### src/design/trigger_pkg.sv
// single ttc_clk domain only; widths and FIFO sizes fixed here, no runtime configuration
package trigger_pkg;

    // ------------------------------------------------------------------------
    // sizes
    // ------------------------------------------------------------------------
    localparam int NUM_CHAN    = 5;   // channel FPGAs
    localparam int TRIG_NUM_W  = 24;  // trigger and event numbers
    localparam int TIMESTAMP_W = 44;  // ttc_clk edges since reset
    localparam int DELAY_W     = 32;  // trigger delay in ttc_clk cycles
    localparam int FIFO_DEPTH  = 16;
    localparam int FIFO_AFULL  = 8;   // almost-full level, in words

    // one bit per channel
    typedef logic [NUM_CHAN-1:0] chan_mask_t;

    // as set by the TTC system, 0 is unused
    typedef enum logic [2:0] {
        TRIG_MUON_FILL = 3'd1,
        TRIG_LASER     = 3'd2,
        TRIG_PEDESTAL  = 3'd3
    } trig_type_t;

    // ------------------------------------------------------------------------
    // records
    // ------------------------------------------------------------------------
    // trigger FIFO word, 71 bits
    typedef struct packed {
        logic [TIMESTAMP_W-1:0] timestamp;
        logic [TRIG_NUM_W-1:0]  trig_num;
        trig_type_t             trig_type;
    } trig_record_t;

    // acquisition FIFO word, 32 bits
    typedef struct packed {
        logic [TRIG_NUM_W-1:0] trig_num;
        trig_type_t            trig_type;
        chan_mask_t            chan_mask;  // channels that took part
    } acq_record_t;

    // to the command manager, 95 bits
    typedef struct packed {
        logic [TRIG_NUM_W-1:0]  event_num;  // counts initiated readouts only
        logic [TRIG_NUM_W-1:0]  trig_num;
        trig_type_t             trig_type;
        logic [TIMESTAMP_W-1:0] timestamp;
    } readout_info_t;

endpackage

### src/design/sync_fifo.sv
// single clock only; m_data is valid only while m_valid is high, contents survive reset
module sync_fifo #(
    parameter type data_t = logic
) (
    input  logic  ttc_clk,
    input  logic  rst_n,
    // write side
    input  logic  s_valid,
    output logic  s_ready,
    input  data_t s_data,
    // read side
    output logic  m_valid,
    input  logic  m_ready,
    output data_t m_data,
    output logic  almost_full
);
    import trigger_pkg::*;

    localparam int PTR_W = $clog2(FIFO_DEPTH);
    localparam int CNT_W = $clog2(FIFO_DEPTH + 1);

    data_t            mem [FIFO_DEPTH];
    logic [PTR_W-1:0] wr_ptr, rd_ptr;
    logic [CNT_W-1:0] count;  // occupancy
    logic             push, pop;

    assign s_ready     = (count != CNT_W'(FIFO_DEPTH));
    assign m_valid     = (count != '0);
    assign m_data      = mem[rd_ptr];  // first-word fall-through
    assign almost_full = (count >= CNT_W'(FIFO_AFULL));
    assign push        = s_valid && s_ready;
    assign pop         = m_valid && m_ready;

    always_ff @(posedge ttc_clk) begin
        if (push) mem[wr_ptr] <= s_data;
    end

    always_ff @(posedge ttc_clk or negedge rst_n) begin
        if (!rst_n) begin
            wr_ptr <= '0;
            rd_ptr <= '0;
            count  <= '0;
        end else begin
            if (push) wr_ptr <= wr_ptr + 1'b1;  // wraps at the power-of-two depth
            if (pop)  rd_ptr <= rd_ptr + 1'b1;
            case ({push, pop})
                2'b10:   count <= count + 1'b1;
                2'b01:   count <= count - 1'b1;
                default: count <= count;         // idle or one in and one out
            endcase
        end
    end

    // the reader asks only for a word that is there
    assert property (@(posedge ttc_clk) disable iff (!rst_n)
        m_ready |-> m_valid);

    // a writer turned away while full keeps its word
    assert property (@(posedge ttc_clk) disable iff (!rst_n)
        s_valid && !s_ready |=> s_valid && $stable(s_data));

endmodule

### src/design/ttc_trigger_receiver.sv
// triggers arriving while the controller is busy or the trigger FIFO is full are dropped
module ttc_trigger_receiver (
    input  logic                                 ttc_clk,
    input  logic                                 rst_n,
    input  logic                                 ttc_trigger,
    input  logic                                 rst_trigger_num,        // TTC channel B
    input  logic                                 rst_trigger_timestamp,  // TTC channel B
    input  trigger_pkg::trig_type_t              trig_type,
    // channel acquisition controller
    input  logic                                 acq_ready,
    output logic                                 acq_trigger,
    output trigger_pkg::acq_record_t             acq_rec,
    // trigger FIFO write side
    output logic                                 fifo_valid,
    input  logic                                 fifo_ready,
    output trigger_pkg::trig_record_t            fifo_data,
    // status
    output logic [trigger_pkg::TRIG_NUM_W-1:0]  trig_num,
    output logic [trigger_pkg::TIMESTAMP_W-1:0] trig_timestamp,
    output logic                                 error_trig_rate
);
    import trigger_pkg::*;

    logic [TIMESTAMP_W-1:0] ts_cnt;    // free running since reset
    logic [TRIG_NUM_W-1:0]  num_base;  // number before this cycle's increment
    logic                   accept;

    // acq_ready lags the pulse by one cycle, so acq_trigger blocks too
    assign accept   = ttc_trigger && acq_ready && fifo_ready && !acq_trigger;
    assign num_base = rst_trigger_num ? '0 : trig_num;

    // ------------------------------------------------------------------------
    // timestamp
    // ------------------------------------------------------------------------
    always_ff @(posedge ttc_clk or negedge rst_n) begin
        if (!rst_n)                     ts_cnt <= '0;
        else if (rst_trigger_timestamp) ts_cnt <= '0;
        else                            ts_cnt <= ts_cnt + 1'b1;
    end

    // ------------------------------------------------------------------------
    // accept and number
    // ------------------------------------------------------------------------
    always_ff @(posedge ttc_clk or negedge rst_n) begin
        if (!rst_n) begin
            trig_num        <= '0;
            trig_timestamp  <= '0;
            acq_trigger     <= 1'b0;
            fifo_valid      <= 1'b0;
            error_trig_rate <= 1'b0;
        end else begin
            acq_trigger <= accept;  // one-cycle pulse
            trig_num    <= accept ? num_base + 1'b1 : num_base;
            if (accept) begin
                trig_timestamp <= ts_cnt;
                fifo_valid     <= 1'b1;
            end else if (fifo_ready) begin
                fifo_valid     <= 1'b0;  // written this edge
            end
            if (ttc_trigger && !accept) error_trig_rate <= 1'b1;  // sticky
        end
    end

    // records, loaded only on accept
    always_ff @(posedge ttc_clk) begin
        if (accept) begin
            fifo_data <= '{timestamp: ts_cnt, trig_num: num_base + 1'b1,
                           trig_type: trig_type};
            acq_rec   <= '{trig_num: num_base + 1'b1, trig_type: trig_type,
                           chan_mask: '0};  // mask is the controller's job
        end
    end

    // controller must still be idle when the pulse reaches it
    assert property (@(posedge ttc_clk) disable iff (!rst_n)
        acq_trigger |-> acq_ready);

endmodule

### src/design/channel_acq_controller.sv
// one trigger in flight at a time; a channel that never reports done stalls the path
module channel_acq_controller (
    input  logic                              ttc_clk,
    input  logic                              rst_n,
    input  trigger_pkg::chan_mask_t           chan_en,
    input  logic [trigger_pkg::DELAY_W-1:0]  trig_delay,  // ttc_clk cycles
    // from the trigger receiver
    input  logic                              acq_trigger,
    input  trigger_pkg::acq_record_t          acq_rec_in,
    output logic                              acq_ready,
    // channel FPGAs
    input  trigger_pkg::chan_mask_t           chan_dones,
    output trigger_pkg::chan_mask_t           chan_enable,
    output trigger_pkg::chan_mask_t           chan_trig,
    // acquisition FIFO write side
    output logic                              fifo_valid,
    input  logic                              fifo_ready,
    output trigger_pkg::acq_record_t          fifo_data
);
    import trigger_pkg::*;

    typedef enum logic [1:0] {
        S_IDLE,
        S_DELAY,       // counting down trig_delay
        S_WAIT_DONES,  // collecting done pulses
        S_QUEUE        // record offered to the FIFO
    } state_t;

    state_t             state;
    logic [DELAY_W-1:0] delay_cnt;
    chan_mask_t         mask;      // chan_en captured with the trigger
    chan_mask_t         done_acc;  // dones seen so far
    chan_mask_t         done_now;

    assign done_now    = done_acc | chan_dones;
    assign acq_ready   = (state == S_IDLE);
    assign chan_enable = (state == S_IDLE) ? '0 : mask;  // held until queued

    // ------------------------------------------------------------------------
    // FSM
    // ------------------------------------------------------------------------
    always_ff @(posedge ttc_clk or negedge rst_n) begin
        if (!rst_n) begin
            state      <= S_IDLE;
            delay_cnt  <= '0;
            done_acc   <= '0;
            chan_trig  <= '0;
            fifo_valid <= 1'b0;
        end else begin
            chan_trig <= '0;  // pulse by default
            case (state)
                S_IDLE: if (acq_trigger) begin
                    delay_cnt <= trig_delay;
                    done_acc  <= '0;
                    if (chan_en == '0) begin  // nobody to trigger so queue at once
                        state      <= S_QUEUE;
                        fifo_valid <= 1'b1;
                    end else begin
                        state <= S_DELAY;
                    end
                end
                S_DELAY: begin
                    if (delay_cnt == '0) begin  // trig_delay+1 edges after capture
                        chan_trig <= mask;
                        state     <= S_WAIT_DONES;
                    end else begin
                        delay_cnt <= delay_cnt - 1'b1;
                    end
                end
                S_WAIT_DONES: begin
                    done_acc <= done_now;
                    if ((done_now & mask) == mask) begin  // every enabled channel in
                        state      <= S_QUEUE;
                        fifo_valid <= 1'b1;
                    end
                end
                S_QUEUE: if (fifo_ready) begin  // back-pressure keeps us here
                    fifo_valid <= 1'b0;
                    state      <= S_IDLE;
                end
                default: state <= S_IDLE;
            endcase
        end
    end

    // trigger record captured with the trigger
    always_ff @(posedge ttc_clk) begin
        if (state == S_IDLE && acq_trigger) begin
            mask      <= chan_en;
            fifo_data <= '{trig_num: acq_rec_in.trig_num, trig_type: acq_rec_in.trig_type,
                           chan_mask: chan_en};
        end
    end

    // done pulses come only from enabled channels
    assert property (@(posedge ttc_clk) disable iff (!rst_n)
        (chan_dones & ~chan_enable) == '0);

endmodule

### src/design/trigger_processor.sv
// readout_info is meaningful only with initiate_readout or send_empty_event
module trigger_processor (
    input  logic                         ttc_clk,
    input  logic                         rst_n,
    // trigger FIFO read side
    input  logic                         trig_valid,
    output logic                         trig_ready,
    input  trigger_pkg::trig_record_t    trig_data,
    // acquisition FIFO read side
    input  logic                         acq_valid,
    output logic                         acq_ready,
    input  trigger_pkg::acq_record_t     acq_data,
    input  logic                         rst_trigger_num,  // also restarts event_num
    // command manager
    input  logic                         readout_ready,    // high while the manager is idle
    input  logic                         readout_done,     // pulse
    output logic                         initiate_readout,
    output logic                         send_empty_event,
    output trigger_pkg::readout_info_t   readout_info,
    // sticky errors
    output logic                         error_trig_num,
    output logic                         error_trig_type
);
    import trigger_pkg::*;

    typedef enum logic [1:0] {
        S_IDLE,
        S_DECIDE,    // pick readout or empty event for the popped pair
        S_WAIT_DONE  // readout running
    } state_t;

    state_t                state;
    logic                  pop;
    logic [TRIG_NUM_W-1:0] event_cnt;
    logic [TRIG_NUM_W-1:0] event_base;
    trig_record_t          trig_q;
    chan_mask_t            mask_q;

    // both FIFOs pop together
    assign pop        = (state == S_IDLE) && trig_valid && acq_valid && readout_ready;
    assign trig_ready = pop;
    assign acq_ready  = pop;
    assign event_base = rst_trigger_num ? '0 : event_cnt;

    always_ff @(posedge ttc_clk or negedge rst_n) begin
        if (!rst_n) begin
            state            <= S_IDLE;
            event_cnt        <= '0;
            initiate_readout <= 1'b0;
            send_empty_event <= 1'b0;
            error_trig_num   <= 1'b0;
            error_trig_type  <= 1'b0;
        end else begin
            initiate_readout <= 1'b0;
            send_empty_event <= 1'b0;
            event_cnt        <= event_base;
            case (state)
                S_IDLE: if (pop) begin
                    state <= S_DECIDE;
                    // records out of step between the FIFOs
                    if (trig_data.trig_num != acq_data.trig_num)   error_trig_num  <= 1'b1;
                    if (trig_data.trig_type != acq_data.trig_type) error_trig_type <= 1'b1;
                end
                S_DECIDE: begin
                    if (mask_q == '0) begin
                        send_empty_event <= 1'b1;
                        state            <= S_IDLE;  // nothing to wait for
                    end else begin
                        initiate_readout <= 1'b1;
                        event_cnt        <= event_base + 1'b1;
                        state            <= S_WAIT_DONE;
                    end
                end
                S_WAIT_DONE: if (readout_done) state <= S_IDLE;
                default:     state <= S_IDLE;
            endcase
        end
    end

    // popped records and outgoing info
    always_ff @(posedge ttc_clk) begin
        if (pop) begin
            trig_q <= trig_data;
            mask_q <= acq_data.chan_mask;
        end
        if (state == S_DECIDE) begin
            readout_info <= '{event_num: (mask_q == '0) ? event_base : event_base + 1'b1,
                              trig_num:  trig_q.trig_num,
                              trig_type: trig_q.trig_type,
                              timestamp: trig_q.timestamp};
        end
    end

    // the command manager reports done only for a readout in progress
    assert property (@(posedge ttc_clk) disable iff (!rst_n)
        readout_done |-> (state == S_WAIT_DONE));

endmodule

### src/design/trigger_top.sv
// single ttc_clk domain; chan_dones and readout_done must already be synchronous pulses
module trigger_top (
    input  logic                                 ttc_clk,
    input  logic                                 rst_n,
    input  logic                                 ttc_trigger,
    input  logic                                 rst_trigger_num,        // TTC channel B
    input  logic                                 rst_trigger_timestamp,  // TTC channel B
    input  trigger_pkg::trig_type_t              trig_type,
    input  trigger_pkg::chan_mask_t              chan_en,
    input  logic [trigger_pkg::DELAY_W-1:0]     trig_delay,
    // channel FPGAs
    input  trigger_pkg::chan_mask_t              chan_dones,
    output trigger_pkg::chan_mask_t              chan_enable,
    output trigger_pkg::chan_mask_t              chan_trig,
    // command manager
    input  logic                                 readout_ready,
    input  logic                                 readout_done,
    output logic                                 initiate_readout,
    output logic                                 send_empty_event,
    output trigger_pkg::readout_info_t           readout_info,
    // status and errors
    output logic [trigger_pkg::TRIG_NUM_W-1:0]  trig_num,
    output logic [trigger_pkg::TIMESTAMP_W-1:0] trig_timestamp,
    output logic                                 trig_fifo_full,   // almost full
    output logic                                 acq_fifo_full,    // almost full
    output logic                                 error_trig_rate,
    output logic                                 error_trig_num,
    output logic                                 error_trig_type
);
    import trigger_pkg::*;

    // ------------------------------------------------------------------------
    // receiver to controller, and the two FIFO ports
    // ------------------------------------------------------------------------
    logic         acq_ready, acq_trigger;
    acq_record_t  acq_rec;
    logic         trig_s_valid, trig_s_ready, trig_m_valid, trig_m_ready;
    trig_record_t trig_s_data, trig_m_data;
    logic         acq_s_valid, acq_s_ready, acq_m_valid, acq_m_ready;
    acq_record_t  acq_s_data, acq_m_data;

    ttc_trigger_receiver u_receiver (
        .ttc_clk, .rst_n, .ttc_trigger, .rst_trigger_num, .rst_trigger_timestamp,
        .trig_type, .acq_ready, .acq_trigger, .acq_rec,
        .fifo_valid(trig_s_valid), .fifo_ready(trig_s_ready), .fifo_data(trig_s_data),
        .trig_num, .trig_timestamp, .error_trig_rate
    );

    channel_acq_controller u_controller (
        .ttc_clk, .rst_n, .chan_en, .trig_delay, .acq_trigger,
        .acq_rec_in(acq_rec), .acq_ready, .chan_dones, .chan_enable, .chan_trig,
        .fifo_valid(acq_s_valid), .fifo_ready(acq_s_ready), .fifo_data(acq_s_data)
    );

    sync_fifo #(.data_t(trig_record_t)) trig_fifo (
        .ttc_clk, .rst_n, .s_valid(trig_s_valid), .s_ready(trig_s_ready),
        .s_data(trig_s_data), .m_valid(trig_m_valid), .m_ready(trig_m_ready),
        .m_data(trig_m_data), .almost_full(trig_fifo_full)
    );

    sync_fifo #(.data_t(acq_record_t)) acq_fifo (
        .ttc_clk, .rst_n, .s_valid(acq_s_valid), .s_ready(acq_s_ready),
        .s_data(acq_s_data), .m_valid(acq_m_valid), .m_ready(acq_m_ready),
        .m_data(acq_m_data), .almost_full(acq_fifo_full)
    );

    trigger_processor u_processor (
        .ttc_clk, .rst_n,
        .trig_valid(trig_m_valid), .trig_ready(trig_m_ready), .trig_data(trig_m_data),
        .acq_valid(acq_m_valid), .acq_ready(acq_m_ready), .acq_data(acq_m_data),
        .rst_trigger_num, .readout_ready, .readout_done, .initiate_readout,
        .send_empty_event, .readout_info, .error_trig_num, .error_trig_type
    );

endmodule

### config.mk
export PLATFORM = sky130hd
export DESIGN_NAME = trigger_top
export DESIGN_NICKNAME = d
export VERILOG_FILES = /design/src/design/trigger_pkg.sv /design/src/design/sync_fifo.sv /design/src/design/ttc_trigger_receiver.sv /design/src/design/channel_acq_controller.sv /design/src/design/trigger_processor.sv /design/src/design/trigger_top.sv
export SDC_FILE = /design/constraint.sdc
export NUM_CORES = 2
export LEC_CHECK = 0
export ABC_AREA = 1
export BUFFER_PORTS_ARGS = -buffer_cell sky130_fd_sc_hd__buf_2
export CAP_MARGIN = 25
export CORE_MARGIN = 4
export CORE_UTILIZATION = 46
export CTS_BUF_LIST = sky130_fd_sc_hd__clkbuf_4 sky130_fd_sc_hd__clkbuf_8
export DETAILED_ROUTE_END_ITERATION = 8
export HOLD_SLACK_MARGIN = 0.05
export PLACE_DENSITY_LB_ADDON = 0.05
export SLEW_MARGIN = 5
export SYNTH_ARGS = -nofsm -noshare
export SYNTH_HDL_FRONTEND = slang
export SYNTH_SLANG_ARGS = --single-unit
### constraint.sdc
create_clock -name ttc_clk -period 4.2 [get_ports ttc_clk]
set_clock_uncertainty 0.2 [all_clocks]
set_input_delay 0.63 -clock ttc_clk [delete_from_list [all_inputs] [get_ports ttc_clk]]
set_output_delay 0.63 -clock ttc_clk [all_outputs]
set_load 0.005 [all_outputs]
==> summary.md <==
| Metric | Value |
|---|---|
| Wire length on met3 | 13220 um |
| Post-synth cell types | 49 |
| Total number of vias | 55390 |
| Fin cells | 10190 |
| I/O pin count | 232 |
| Main synth FF type | edfxtp_1 |
| Post-synth EDFFs | 1922 |
| Placed Cells | 9483 |
| Routed Antenna Nets | 0 |
| Top post-synthesis cells by area | edfxtp_1 (67%), dfrtp_1 (6.3%), nand2_1 (5.9%) |
| P&R area growth vs syn | 13.90% |
| Rel. slew slack | 0.2756 |
| Clock root cell | clkbuf_8 |
| Critical path startpoint category | flop |
| P_leak | 35.22 nW |
| Type of the worst setup path | reg2reg |
| Clk buf depth | 4 |
| Unrepaired setup endpoints after global routing | false |
| Worst Max-Slew Pin Slew | 1087 ps |
| Area of the multi-input gates | 19620 sq um |
| Layout cells sized above 1 | 0.1307 |
| CTS tree | yes |
| Pin count of the biggest net entering global routing | 163 |
| Post-CTS Hold Buffers | 59 |
| Die Y | 439.8 um |
| F_max | 0.2923 GHz |
| First-pass GRT wire length | 362200 um |
| Setup_tns | 0 ps |
| Endpoints failing setup | 0 |
| Post-synth top area share | 0.6731 |
| Req. time, crit path | 4910 ps |
| Routed WL per cell | 24.24 um |
| Most frequent cell after synthesis | edfxtp_1 |
| Aggregate routed wire length | 247000 um |
| Post-synth top area cell | edfxtp_1 |
| H-tree Lvls | 5 |
| Hold Violations, Final | 0 |
| Worst Path Max Fanout | 86 |
| Via/cell ratio | 5.437 |
| Routed wl met2 | 118900 um |
| Seq/Total Area, Yosys | 0.7361 |
| PostCTS Resize Cnt | 0 |
| Setup bufs post-CTS | 0 |
| Syn Nets | 7116 |
| GP Congestion | 0.8372 |
| PwrDens | 617.8 nW/um^2 |
| Synth Register Bits | 2138 |
| Met1 wire length | 106900 um |
| Filler cells | 16200 |
| Initial antenna violation count | 3 |
| Number of clock sinks | 2138 |
| Synth Cell Area | 85750 sq um |
| Syn Area/Cell | 12.19 sq um |
| Starting DRT DRC Count | 4840 |
| Die area | 193400 sq um |
| Synth async-reset ratio | 0.1010 |
| Reg area | 63140 sq um |
| Die width | 439.8 um |
| Layout net count | 7515 |
| Placed Area | 90030 sq um |
| Peak supply drop | 598.4 uV |
| Std cell rows | 158 |
| Mapped Cells | 7036 |
| Yosys Warn Count | 0 |
| Global route total overflow | 0 |
| Final period utilization | 0.8146 |
| Synth top cells by count | edfxtp_1 (1922), nand2_1 (1352), nor2_1 (912) |
| DR pass1 iterations | 6 |
| Worst EP arrival | 4130 ps |
| DR DRC count | 0 |
| Max-slew violation count | 0 |
| Vias in the first global route | 54220 |
| Fin crit period | 3421 ps |
| Status | complete, no violations |
| Max cap viols | 0 |
| Top Metal Used | met4 |
| Final instance area | 97670 sq um |
| Register clock-pin slew on the reported worst setup and hold paths | 60 ps |
| Worst skew pair latency | 1060 ps |
| HPWL Detailed | 132100 um |
| Core Footprint | 185400 sq um |
| Hold WC Path Type | in2reg |
| Core Util, Final | 0.5267 |
| Starting Density | 0.4624 |
| CTS Buf Count | 370 |
| Gr usage total | 0.2532 |
| IO buf count | 231 |
| Crit end category | flop |
state kept, by name, summed over array words and instances, names as in the netlist, 5 cells and up:
| name | count |
|---|---|
| u_controller.delay_cnt | 32 |
| u_receiver.fifo_data | 44 |
| u_receiver.acq_rec | 27 |
| u_receiver.trig_timestamp | 44 |
| u_processor.event_cnt | 24 |
| trig_fifo.count | 5 |
| u_processor.trig_q | 71 |
| acq_fifo.mem | 512 |
| u_receiver.ts_cnt | 44 |
| u_receiver.trig_num | 24 |
| u_controller.done_acc | 5 |
| acq_fifo.count | 5 |
| trig_fifo.mem | 1136 |
| u_controller.fifo_data | 32 |
| u_processor.readout_info | 95 |
| u_processor.mask_q | 5 |
| u_controller.chan_trig | 5 |
placed cells by master (no fill, tap or decap), drive strengths merged, types with 21 or more instances in the layout:
cell / instances
dlygate4sd3: 58
nor4: 21
ha: 26
clkinv: 121
clkbuf: 506
a21oi: 68
o211ai: 110
nand2: 1356
nor2: 921
edfxtp: 1922
dfrtp: 216
o22ai: 76
o21ai: 724
nor3: 45
xor2: 67
nand3: 451
buf: 357
inv: 420
o221ai: 153
nand4: 31
through the flow:
stage | hold slack (ps) | total power, mW | setup slack [ps]
finish | 180.9 | 60.34 | 778.6
global route | 113.8 | 63.68 | 566.2
CTS | 52.68 | 60.97 | 753.3
detailed placement | 204.5 | 42.57 | 767.7
global placement | 205.5 | 42.50 | 798.4
floorplan | 134.4 | 36.09 | -372.0
logic make-up after synthesis:
group,after synthesis,synth area share
and+or+nand+nor,2833,0.1346
DFF,2138,0.7361
AOI/OAI and AO/OA,1146,0.07847
buffers and inverters,807,0.03801
xor gates and xnor gates,84,0.008580
adders and majority gates,28,0.004261
worst max-delay path: stages, from the launching register on:
cell and delay [ps]:
dfrtp_4 570, inv_8 400, buf_4 400, nand2_1 90
nand2_1 70, nand2_1 50, nand3_1 90, nand3_1 80
nand2_1 260, inv_1 80, nand2_1 70, nand2_1 60
nor2_1 100, nand2_1 130, nor2_1 150, nand3_1 210
nand2_1 110, nand2_1 50
path summary, 6_finish.rpt:
kind	to	from	slack, ps	depth (start not counted)
setup / recovery	u_processor.error_trig_num	trig_fifo.rd_ptr[0]	780	17
hold / removal	u_controller.fifo_data[1]	chan_en[1]	180	2
setup reg to reg	u_processor.error_trig_num	trig_fifo.rd_ptr[0]	780	17
hold reg to reg	u_processor.readout_info[41]	u_processor.trig_q[68]	210	0
max in group asynchronous	u_receiver.ts_cnt[22]	rst_n	2640	4
min in group asynchronous	trig_fifo.rd_ptr[2]	rst_n	470	3
routing by layer:
| metal | vias up | track usage |
|---|---|---|
| li1 | 25690 | - |
| met1 | 27520 | 0.3490 |
| met2 | 1762 | 0.4132 |
| met3 | 425 | 0.03813 |
| met4 | 0 | 0.08618 |
| met5 | - | 0 |
cell type report:
type / count / area share
Sequential cell: 2138 / 0.6465
Antenna cell: 5 / 0.0001281
Clock buffer: 506 / 0.06394
Tap cell: 2480 / 0.03177
Clock inverter: 134 / 0.007725
Inverter: 419 / 0.01659
Multi-Input combinational cell: 4091 / 0.2008
Timing Repair Buffer: 415 / 0.03251
report_power, final:
| part | internal (mW) | switching [mW] |
|---|---|---|
| sequential | 24.7 | 0.669 |
| combinational | 4.61 | 12.1 |
| clock | 9.94 | 8.33 |
| total | 39.2 | 21.1 |
(Power assumes the default switching activity.)
